[config.mk]
export PLATFORM = sky130hd
export DESIGN_NAME = spi_master
export DESIGN_NICKNAME = d
export VERILOG_FILES = /design/src/hw/spi_pkg.sv /design/src/hw/spi_ctrl.sv /design/src/hw/spi_clk_gen.sv /design/src/hw/spi_tx_shift.sv /design/src/hw/spi_rx_shift.sv /design/src/hw/spi_master.sv
export SDC_FILE = /design/constraint.sdc
export NUM_CORES = 1
export LEC_CHECK = 0
export ABC_AREA = 1
export BUFFER_PORTS_ARGS = -buffer_cell sky130_fd_sc_hd__buf_2
export CAP_MARGIN = 10
export CORE_ASPECT_RATIO = 0.9
export CORE_MARGIN = 2
export CORE_UTILIZATION = 35
export CTS_BUF_LIST = sky130_fd_sc_hd__clkbuf_8
export DETAILED_ROUTE_END_ITERATION = 8
export PLACE_DENSITY_LB_ADDON = 0.1
export SETUP_SLACK_MARGIN = 0.05
export SYNTH_ARGS = -nofsm -noshare
export SYNTH_HDL_FRONTEND = slang
export SYNTH_SLANG_ARGS = --single-unit
[constraint.sdc]
create_clock -name clk -period 4.6 [get_ports clk]
set_input_delay 0.46 -clock clk [delete_from_list [all_inputs] [get_ports clk]]
set_output_delay 0.46 -clock clk [all_outputs]
set_load 0.02 [all_outputs]
[src/hw/spi_pkg.sv]
`default_nettype none

package spi_pkg;

  // Command frame layout is op, then addr, then wdata, sent MSB first
  localparam int ADDR_WIDTH    = 3;
  localparam int DATA_WIDTH    = 8;
  localparam int READ_HDR_BITS = 1 + ADDR_WIDTH; // Op bit plus address
  localparam int CMD_WIDTH     = READ_HDR_BITS + DATA_WIDTH;

  typedef enum logic
  {
    OP_READ  = 1'b0,
    OP_WRITE = 1'b1
  } spi_op_e;

  typedef struct packed
  {
    spi_op_e                op;
    logic [ADDR_WIDTH-1:0]  addr;
    logic [DATA_WIDTH-1:0]  wdata;
  } spi_cmd_t;

  // One clk wide strobes that line up with the sclk transitions
  typedef struct packed
  {
    logic rise;
    logic fall;
  } spi_edge_t;

  typedef enum logic [2:0]
  {
    IDLE,
    LOAD,
    WR_SHIFT,
    RD_HDR,
    RD_DATA,
    FINISH
  } ctrl_state_e;

endpackage

`default_nettype wire

[src/hw/spi_ctrl.sv]
`timescale 1ns/1ps
`default_nettype none

module spi_ctrl (
  input  logic                             clk,
  input  logic                             rst_n,
  input  spi_pkg::spi_cmd_t                cmd_in,
  input  logic                             cmd_vld,
  input  spi_pkg::spi_edge_t               edges,
  input  logic [spi_pkg::DATA_WIDTH-1:0]   rx_word,
  output logic                             cmd_rdy,
  output logic                             cs,
  output logic                             run,
  output logic                             load,
  output spi_pkg::spi_cmd_t                frame,
  output logic                             rx_en,
  output logic                             read_vld,
  output logic [spi_pkg::DATA_WIDTH-1:0]   read_data
);
  import spi_pkg::*;

  localparam int BIT_W = $clog2(CMD_WIDTH);
  // Wide enough for any practical sclk divider
  localparam int GAP_W = 16;

  ctrl_state_e       state;
  ctrl_state_e       state_nxt;
  spi_cmd_t          cmd_q;
  logic [BIT_W-1:0]  bit_cnt;
  logic [GAP_W-1:0]  gap_cnt;
  logic [GAP_W-1:0]  half_len;
  logic              accept;
  logic              shifting;
  logic              done;

  assign accept   = cmd_vld && cmd_rdy;
  assign shifting = (state == WR_SHIFT) || (state == RD_HDR) || (state == RD_DATA);
  assign done     = (state == FINISH) && (state_nxt == IDLE);

  assign run   = shifting;
  assign load  = (state == LOAD);
  assign rx_en = (state == RD_DATA);

  // A read only sends its header, so the data field goes out as zeros
  always_comb
  begin
    frame = cmd_q;
    if (cmd_q.op == OP_READ)
      frame.wdata = '0;
  end

  always_comb
  begin
    state_nxt = state;
    case (state)
      IDLE:
        if (accept)
          state_nxt = LOAD;
      LOAD:
        state_nxt = (cmd_q.op == OP_WRITE) ? WR_SHIFT : RD_HDR;
      WR_SHIFT:
        if (edges.fall && bit_cnt == BIT_W'(CMD_WIDTH - 1))
          state_nxt = FINISH;
      RD_HDR:
        if (edges.fall && bit_cnt == BIT_W'(READ_HDR_BITS - 1))
          state_nxt = RD_DATA;
      RD_DATA:
        if (edges.fall && bit_cnt == BIT_W'(DATA_WIDTH - 1))
          state_nxt = FINISH;
      FINISH:
        if (gap_cnt == half_len)
          state_nxt = IDLE;
      default:
        state_nxt = IDLE;
    endcase
  end

  always_ff @(posedge clk or negedge rst_n)
  begin
    if (!rst_n)
    begin
      state    <= IDLE;
      bit_cnt  <= '0;
      gap_cnt  <= '0;
      half_len <= '0;
      cs       <= 1'b1;
      cmd_rdy  <= 1'b1;
      read_vld <= 1'b0;
    end
    else
    begin
      state <= state_nxt;
      if (state != state_nxt)
        bit_cnt <= '0; // Each phase counts its own bits
      else if (edges.fall)
        bit_cnt <= bit_cnt + 1'b1;
      // The gap between strobes is one half period, reused to time FINISH
      if (edges.rise || edges.fall)
        gap_cnt <= '0;
      else if (state != IDLE)
        gap_cnt <= gap_cnt + 1'b1;
      if (shifting && state_nxt == FINISH)
        half_len <= gap_cnt;
      cs       <= !((state_nxt == WR_SHIFT) || (state_nxt == RD_HDR) || (state_nxt == RD_DATA));
      cmd_rdy  <= (state_nxt == IDLE);
      read_vld <= done && (cmd_q.op == OP_READ);
    end
  end

  always_ff @(posedge clk)
  begin
    if (accept)
      cmd_q <= cmd_in;
    if (done && cmd_q.op == OP_READ)
      read_data <= rx_word;
  end

  assert property (@(posedge clk) disable iff (!rst_n) shifting |-> !cs)
    else $error("cs high while shifting");
  assert property (@(posedge clk) disable iff (!rst_n) read_vld |-> cmd_q.op == OP_READ)
    else $error("read_vld after a write");
  assert property (@(posedge clk) disable iff (!rst_n) !cs |-> !cmd_rdy)
    else $error("cmd_rdy high during a frame");

endmodule

`default_nettype wire

[src/hw/spi_clk_gen.sv]
`timescale 1ns/1ps
`default_nettype none

module spi_clk_gen #(
  parameter int CLK_DIV = 4
) (
  input  logic                clk,
  input  logic                rst_n,
  input  logic                run,
  output logic                sclk,
  output spi_pkg::spi_edge_t  edges
);

  localparam int CNT_W = (CLK_DIV > 1) ? $clog2(CLK_DIV) : 1;

  logic [CNT_W-1:0] div_cnt;
  logic             half_done;

  // Last clk of the current half period
  assign half_done = run && (div_cnt == CNT_W'(CLK_DIV - 1));

  assign edges.rise = half_done && !sclk;
  assign edges.fall = half_done && sclk;

  always_ff @(posedge clk or negedge rst_n)
  begin
    if (!rst_n)
    begin
      div_cnt <= '0;
      sclk    <= 1'b0;
    end
    else if (!run)
    begin
      div_cnt <= '0; // Idle bus parks low for mode 0
      sclk    <= 1'b0;
    end
    else if (half_done)
    begin
      div_cnt <= '0;
      sclk    <= ~sclk;
    end
    else
    begin
      div_cnt <= div_cnt + 1'b1;
    end
  end

  assert property (@(posedge clk) disable iff (!rst_n) !(edges.rise && edges.fall))
    else $error("rise and fall strobes together");

endmodule

`default_nettype wire

[src/hw/spi_tx_shift.sv]
`timescale 1ns/1ps
`default_nettype none

module spi_tx_shift (
  input  logic                clk,
  input  logic                rst_n,
  input  logic                load,
  input  spi_pkg::spi_cmd_t   frame,
  input  spi_pkg::spi_edge_t  edges,
  output logic                mosi
);
  import spi_pkg::*;

  logic [CMD_WIDTH-1:0] tx_q;

  assign mosi = tx_q[CMD_WIDTH-1];

  // Zero fill leaves mosi low once the last bit has gone out
  always_ff @(posedge clk or negedge rst_n)
  begin
    if (!rst_n)
    begin
      tx_q <= '0;
    end
    else if (load)
    begin
      tx_q <= frame;
    end
    else if (edges.fall)
    begin
      tx_q <= {tx_q[CMD_WIDTH-2:0], 1'b0};
    end
  end

  // The strobes only run while cs is low, after the load has happened
  assert property (@(posedge clk) disable iff (!rst_n) load |-> !edges.fall)
    else $error("fall strobe during frame load");

endmodule

`default_nettype wire

[src/hw/spi_rx_shift.sv]
`timescale 1ns/1ps
`default_nettype none

module spi_rx_shift (
  input  logic                            clk,
  input  logic                            rst_n,
  input  logic                            rx_en,
  input  spi_pkg::spi_edge_t              edges,
  input  logic                            miso,
  output logic [spi_pkg::DATA_WIDTH-1:0]  rx_word
);
  import spi_pkg::*;

  logic                  rx_en_q;
  logic                  rx_start;
  logic [DATA_WIDTH-1:0] base;

  assign rx_start = rx_en && !rx_en_q;
  // A fresh read phase starts from an empty word even if a bit lands at once
  assign base = rx_start ? '0 : rx_word;

  always_ff @(posedge clk or negedge rst_n)
  begin
    if (!rst_n)
    begin
      rx_en_q <= 1'b0;
      rx_word <= '0;
    end
    else
    begin
      rx_en_q <= rx_en;
      if (rx_en && edges.rise)
        rx_word <= {base[DATA_WIDTH-2:0], miso}; // First bit ends up as MSB
      else if (rx_start)
        rx_word <= '0;
    end
  end

  assert property (@(posedge clk) disable iff (!rst_n) !rx_en |=> $stable(rx_word))
    else $error("rx_word changed outside the read phase");

endmodule

`default_nettype wire

[src/hw/spi_master.sv]
`timescale 1ns/1ps
`default_nettype none

module spi_master #(
  parameter int CLK_DIV = 4
) (
  input  logic                            clk,
  input  logic                            rst_n,
  input  spi_pkg::spi_cmd_t               cmd_in,
  input  logic                            cmd_vld,
  output logic                            cmd_rdy,
  output logic                            sclk,
  output logic                            cs,
  output logic                            mosi,
  input  logic                            miso,
  output logic                            read_vld,
  output logic [spi_pkg::DATA_WIDTH-1:0]  read_data
);
  import spi_pkg::*;

  logic                  run;
  logic                  load;
  logic                  rx_en;
  spi_cmd_t              frame;
  spi_edge_t             edges;
  logic [DATA_WIDTH-1:0] rx_word;

  spi_ctrl u_ctrl (
    .clk       (clk),
    .rst_n     (rst_n),
    .cmd_in    (cmd_in),
    .cmd_vld   (cmd_vld),
    .edges     (edges),
    .rx_word   (rx_word),
    .cmd_rdy   (cmd_rdy),
    .cs        (cs),
    .run       (run),
    .load      (load),
    .frame     (frame),
    .rx_en     (rx_en),
    .read_vld  (read_vld),
    .read_data (read_data)
  );

  spi_clk_gen #(
    .CLK_DIV (CLK_DIV)
  ) u_clk_gen (
    .clk   (clk),
    .rst_n (rst_n),
    .run   (run),
    .sclk  (sclk),
    .edges (edges)
  );

  spi_tx_shift u_tx_shift (
    .clk   (clk),
    .rst_n (rst_n),
    .load  (load),
    .frame (frame),
    .edges (edges),
    .mosi  (mosi)
  );

  spi_rx_shift u_rx_shift (
    .clk     (clk),
    .rst_n   (rst_n),
    .rx_en   (rx_en),
    .edges   (edges),
    .miso    (miso),
    .rx_word (rx_word)
  );

endmodule

`default_nettype wire

After elaboration in Yosys (flattened, before gate mapping)
Cells that the tools add are included.
W data, S select, Z words.
- word-level logic and storage cells: 85
- input bits: 16
- register bits: 86
- output and inout bits: 13
- add/sub/neg operators: 3
- muxes and demuxes: 20
- eq/ne operators: 16
- bitwise logic cells: 2
- reduce and logical (&&, ||, !) cells: 27
- operators by type and width (kind ; count):
    $mux W16 ; 2
    $mux W12 ; 2
    $mux W8 ; 3
    $pmux W3 S6 ; 1
    $add A16 B1 Y16 const B ; 1
    $eq A16 B16 Y1 ; 1
    $mux W3 ; 5
    $eq A3 B2 Y1 const B ; 4
    $eq A3 B3 Y1 const B ; 4
    $logic_and A1 B1 Y1 ; 12
    $mux W4 ; 2
    $reduce_bool A2 Y1 ; 4
    $logic_not A3 Y1 ; 2
    $logic_or A1 B1 Y1 ; 5
    $add A4 B1 Y4 const B ; 1
    $eq A4 B2 Y1 const B ; 1
    $eq A4 B3 Y1 const B ; 1
    $eq A4 B4 Y1 const B ; 1
    $mux W2 ; 2
    $eq A3 B1 Y1 const B ; 1
    $logic_not A1 Y1 ; 3
    $mux W1 ; 3
    $ne A3 B3 Y1 ; 1
    $reduce_bool A3 Y1 ; 1
    4 further kinds ; 5

Logic depth before layout (Yosys ltp)
- depth after elaboration: 12
- gate-level depth with buffers: 14
- mapped depth without buffers: 12

Cells and area by module
A second synthesis with hierarchy kept.
- cell total of the unflattened synthesis: 481
- area total of the unflattened synthesis: 4137.7 µm²
- by module, submodules not included (module ; area an instance (µm²) ; times used ; cells an instance ; seq. area each (µm²)):
    spi_ctrl ; 3062.9 ; 1 ; 361 ; 1654.1
    spi_tx_shift ; 549.3 ; 1 ; 65 ; 300.3
    spi_rx_shift ; 390.4 ; 1 ; 39 ; 225.2
    spi_clk_gen ; 135.1 ; 1 ; 16 ; 75.1

Worst setup path before layout
No wires, ideal clock.
- path type: input port to flip-flop
- from: input cmd_vld
- to: register u_ctrl.read_data[0] (netlist name) (enable)
- required time: 4227 ps
- path buffers: 0
- setup slack: 2316 ps
- arrival: 1911 ps
- cell stages on the path: 10
- library setup time: 373 ps
- cells stage by stage: nand2_1 inv_1 nand3_1 nand2_1 o21bai_1 nor2_1 nand3_2 nor2_1 nand2_1 nor2_1
- word-level cells in the longest chain between the ends: 6
- ends and longest elaborated chain (item ; RTL line ; text):
    start, declared ; spi_master.sv:10 ; input logic cmd_vld,
    $logic_and A1 B1 Y1 ; spi_ctrl.sv:36 ; assign accept = cmd_vld && cmd_rdy;
    via u_ctrl.accept ; spi_ctrl.sv:32 ; logic accept;
    $mux W3 ; spi_ctrl.sv:57 ; if (accept)
    $pmux W3 S6 ; spi_ctrl.sv:55 ; case (state)
    via u_ctrl.state_nxt[0] ; spi_ctrl.sv:27 ; ctrl_state_e state_nxt;
    $logic_not A3 Y1 ; spi_ctrl.sv:38 ; assign done = (state == FINISH) && (state_nxt == IDLE);
    $logic_and A1 B1 Y1 ; spi_ctrl.sv:38 ;
    $logic_and A1 B1 Y1 ; spi_ctrl.sv:114 ; if (done && cmd_q.op == OP_READ)
    end signal, assigned ; spi_ctrl.sv:115 ; read_data <= rx_word;
    end, declared ; spi_ctrl.sv:18 ; output logic [spi_pkg::DATA_WIDTH-1:0] read_data
The timed path passes the listed nets, and every way through them passes these cells.
A chain may end at the register's enable or synchronous reset.

Worst setup path after layout
- from: register u_ctrl.state[0]
- to: register u_ctrl.read_data[1] (netlist name) (enable)
- word-level cells in the longest chain between the ends: 11
- elaborated cells between the ends (all ways): 22
- those cells by class: 5 x eq/ne; 6 x mux; 11 x reduce/logical
- ends and longest elaborated chain (item ; RTL line ; text):
    start, declared ; spi_ctrl.sv:26 ; ctrl_state_e state;
    start signal, assigned ; spi_ctrl.sv:92 ; state <= state_nxt;
    $eq A3 B2 Y1 ; spi_ctrl.sv:37, spi_ctrl.sv:55 ;
    $logic_or A1 B1 Y1 (2 in a row) ; spi_ctrl.sv:37 ; assign shifting = (state == WR_SHIFT) || (state == RD_HDR) || (state == RD_DATA);
    $logic_and A1 B1 Y1 ; spi_clk_gen.sv:20 ; assign half_done = run && (div_cnt == CNT_W'(CLK_DIV - 1));
    $logic_and A1 B1 Y1 ; spi_clk_gen.sv:23 ; assign edges.fall = half_done && sclk;
    $logic_and A1 B1 Y1, on equally long branches ; spi_ctrl.sv:68, spi_ctrl.sv:62, spi_ctrl.sv:65 ;
    $mux W3, on equally long branches ; spi_ctrl.sv:68, spi_ctrl.sv:62, spi_ctrl.sv:65 ;
    $pmux W3 S6 (*) ; spi_ctrl.sv:55 ;
    via u_ctrl.state_nxt[0] ; spi_ctrl.sv:27 ;
    $logic_not A3 Y1 (*) ; spi_ctrl.sv:38 ;
    $logic_and A1 B1 Y1 (*) ; spi_ctrl.sv:38 ;
    $logic_and A1 B1 Y1 (*) ; spi_ctrl.sv:114 ;
Mark *: on every way through the listed nets, which the timed path passes. The rest lies on a longest branch.

==> results.json <==
{
  "clk_latency_ns": 0.37,
  "initial_utilization_pct": 35.5,
  "power_leakage_nw": 2.12,
  "ant_nets": 0,
  "worstPathRequired_ns": 4.60,
  "drcViolationCount": 0,
  "fin_crit_sh_pct": 59.3,
  "synth_top_cell_area_share_pct": 39.9,
  "core_area_um2": 11300,
  "cts_tree": "yes",
  "grt_pass1_wl_mm": 13.7,
  "fmax_mhz": 366,
  "final_layout_size_suffix_gt1_share_pct": 14.2,
  "fp.dieArea_um2": 12300,
  "root_buffer": "clkbuf_8",
  "power_frac_comb_pct": 27.2,
  "hold_viol": 0,
  "vdd.ir_drop.worst_mv": 0.194,
  "grt_pass1_vias": 2830,
  "crit_start": "u_ctrl.state[0]",
  "worstSetupPathType": "flip-flop to flip-flop",
  "p_seq_share_pct": 46.2,
  "worst_slew_pin_slew_ns": 0.720,
  "dpl.hpwl_mm": 5.51,
  "crit_path_cell_trace": "nor2_2 > nand2_2 > nand2_2 > nand3_4 > o21ai_4 > nand3_2 > nor2_1 > nand2_1 > nor2_1",
  "clockPowerShare_pct": 26.6,
  "h-tree-depth": 3,
  "ys_seq_area_share_pct": 56.2,
  "status": "finished clean",
  "grt.total_usage_pct": 14.4,
  "die_h_um": 106,
  "rsz0062_at_grt": "false",
  "hp-class": "primary input to async pin",
  "finalSetupViolCount": 0,
  "first_iter_violations": 191,
  "fin_tns_setup_ns": 0,
  "route.detailed.wl_per_inst_um": 12.7,
  "postCtsSetupRepairBufs": 0,
  "die_width_um": 117,
  "num_rows": 37,
  "syn_nets": 467,
  "ios": 29,
  "grt-ovfl-total": 0,
  "crit_arrival_ns": 2.72,
  "dr.pass1.iters": 6,
  "multiInputGateArea_um2": 1470,
  "diodes": 0,
  "drv_slew": 0,
  "max_stage_delay_ns": 0.55,
  "synthTopCellsByArea": "dfrtp_1 40%, edfxtp_1 15%, nand2_1 9.8%",
  "antenna_found_initial": 0,
  "crit_fanout": 10,
  "clockBufferDepth": 2,
  "r2r_start": "u_ctrl.state[0]",
  "pwr_density_cell_nw_per_um2": 493,
  "gp_congestion": 0.773,
  "crit_family": "simple AND/OR/NAND/NOR gates",
  "switching_power_uw": 775,
  "cell_internal_pwr_mw": 1.45,
  "path_buf_inv": 0,
  "synth_cells": 448,
  "slowest_stage": "nor2_1",
  "holdWs_ns": 0.124,
  "viasPerCell": 4.57,
  "nets": 493,
  "max_slew_margin_pct": 51.8,
  "regArea_um2": 2250,
  "yosysTopAreaCell": "dfrtp_1",
  "startpoint_type": "flip-flop",
  "syn-mean-instance-area_um2": 8.96,
  "grt_max_degree": 40,
  "clk_pin_slew_ns": 0.09,
  "synth-seq-cells": 86,
  "clock-sinks": 86,
  "hold_buffers": 0,
  "numCtsBuffers": 9,
  "syn2layout_area_growth_pct": 12.3,
  "endpoint_kind": "flip-flop",
  "drv_cap": 0,
  "io_buffers": 28,
  "cts_resized": 0,
  "period_needed_ns": 2.73,
  "netlist_area_um2": 4010,
  "vias": 2902,
  "fin_skew_ns": 0.0123,
  "fillerInstances": 1168,
  "yosysUniqueCellTypes": 32,
  "yosys_warnings": 0,
  "wl_mm": 8.05,
  "switching_share_pct": 34.8
}
state kept, by name (all words and copies together) (netlist names), 4 cells and up:
signal	cells
u_rx_shift.rx_word	8
u_ctrl.half_len	16
u_ctrl.gap_cnt	16
u_tx_shift.tx_q	12
u_ctrl.read_data	8
u_ctrl.cmd_q	8
u_ctrl.frame	4
u_ctrl.bit_cnt	4
final timing paths:
kind                            slack (ns)  depth (start not counted)                   end
max in group asynchronous             3.50                          2        u_ctrl.cmd_rdy
worst min-delay path                  0.12                          1    u_ctrl.half_len[8]
worst max-delay path                  1.87                          9   u_ctrl.read_data[1]
worst max register to register        1.87                          9   u_ctrl.read_data[1]
worst min register to register        0.43                          1  u_clk_gen.div_cnt[0]
min in group clk                      0.27                          1       u_ctrl.cmd_q[0]
kinds of logic (layout without fill, tap and decap cells):
logic type / Yosys count / after routing / share of synthesized area (%)
compound gates: 64 / 64 / 9.64
xor+xnor: 10 / 10 / 2.18
fa+ha+maj: 3 / 3 / 0.936
buf+inv: 71 / 102 / 7.20
flops: 86 / 86 / 56.2
simple gates: 214 / 214 / 23.9
Yosys cell counts:
master / number
o21ai_2: 11
o21ai_4: 1
nor4_1: 2
clkbuf_2: 3
xnor2_1: 1
nand2_1: 105
nor2_8: 1
ha_1: 3
o21ai_0: 31
nand3_4: 2
nand4_1: 11
or2_2: 3
buf_6: 2
xor2_1: 9
a21oi_1: 15
nand3_1: 31
o311ai_0: 1
nand2_2: 2
clkbuf_1: 6
o211ai_1: 2
o21bai_1: 1
nand3_2: 1
a31oi_1: 2
nor2_2: 1
edfxtp_1: 20
buf_2: 3
nand2_4: 1
nor3_1: 8
nor2_1: 46
inv_1: 57
dfstp_2: 2
dfrtp_1: 64
power by group through the flow:
stage	logic (mW)	clock network, mW	registers (mW)
after CTS	0.617	0.620	1.03
after floorplan	0.481	0	1.02
final	0.605	0.592	1.03
after global placement	0.606	0	1.04
after global routing	0.698	0.648	1.05
after detailed placement	0.610	0	1.04
cell type report:
cell class	count	share of cell area (%)
flip-flops and latches	86	50.0
multi-input cells	291	32.6
inverters	57	4.75
repair buffers	29	3.28
clock inverters	5	1.67
well taps	156	4.33
clock buffers	11	3.36
metrics by stage:
step / instance area, um^2 / worst slack, ns / std cells / power (mW) / utilization, %
after detailed placement: 4280 / 1.76 / 619 / 1.65 / 37.9
after CTS: 4510 / 1.84 / 635 / 2.26 / 39.9
after floorplan: 4010 / 2.32 / 448 / 1.50 / -
after global routing: 4510 / 1.59 / 635 / 2.39 / 39.9
final: 4510 / 1.87 / 635 / 2.22 / 39.9
after global placement: 4280 / 1.86 / 619 / 1.64 / 37.9
cells in the final DEF, fill, tap and decap left out, drive strengths merged:
cell and n:
a21oi 15, a31oi 2, buf 29, bufinv 2
clkbuf 11, clkinvlp 1, dfrtp 64, dfstp 2
edfxtp 20, ha 3, inv 59, nand2 108
nand3 34, nand4 11, nor2 48, nor3 8
nor4 2, o211ai 2, o21ai 43, o21bai 1
o311ai 1, or2 3, xnor2 1, xor2 9
per-layer routing:
| layer | share of wire [%] | GRT usage, % | vias up |
|---|---|---|---|
| li1 | - | - | 1507 |
| met1 | 51 | 20.4 | 1343 |
| met2 | 43 | 20.9 | 42 |
| met3 | 4.5 | 4.77 | 10 |
| met4 | 1.4 | 4.79 | 0 |
| met5 | 0 | 0 | - |
Power figures use the tool's default switching activity.
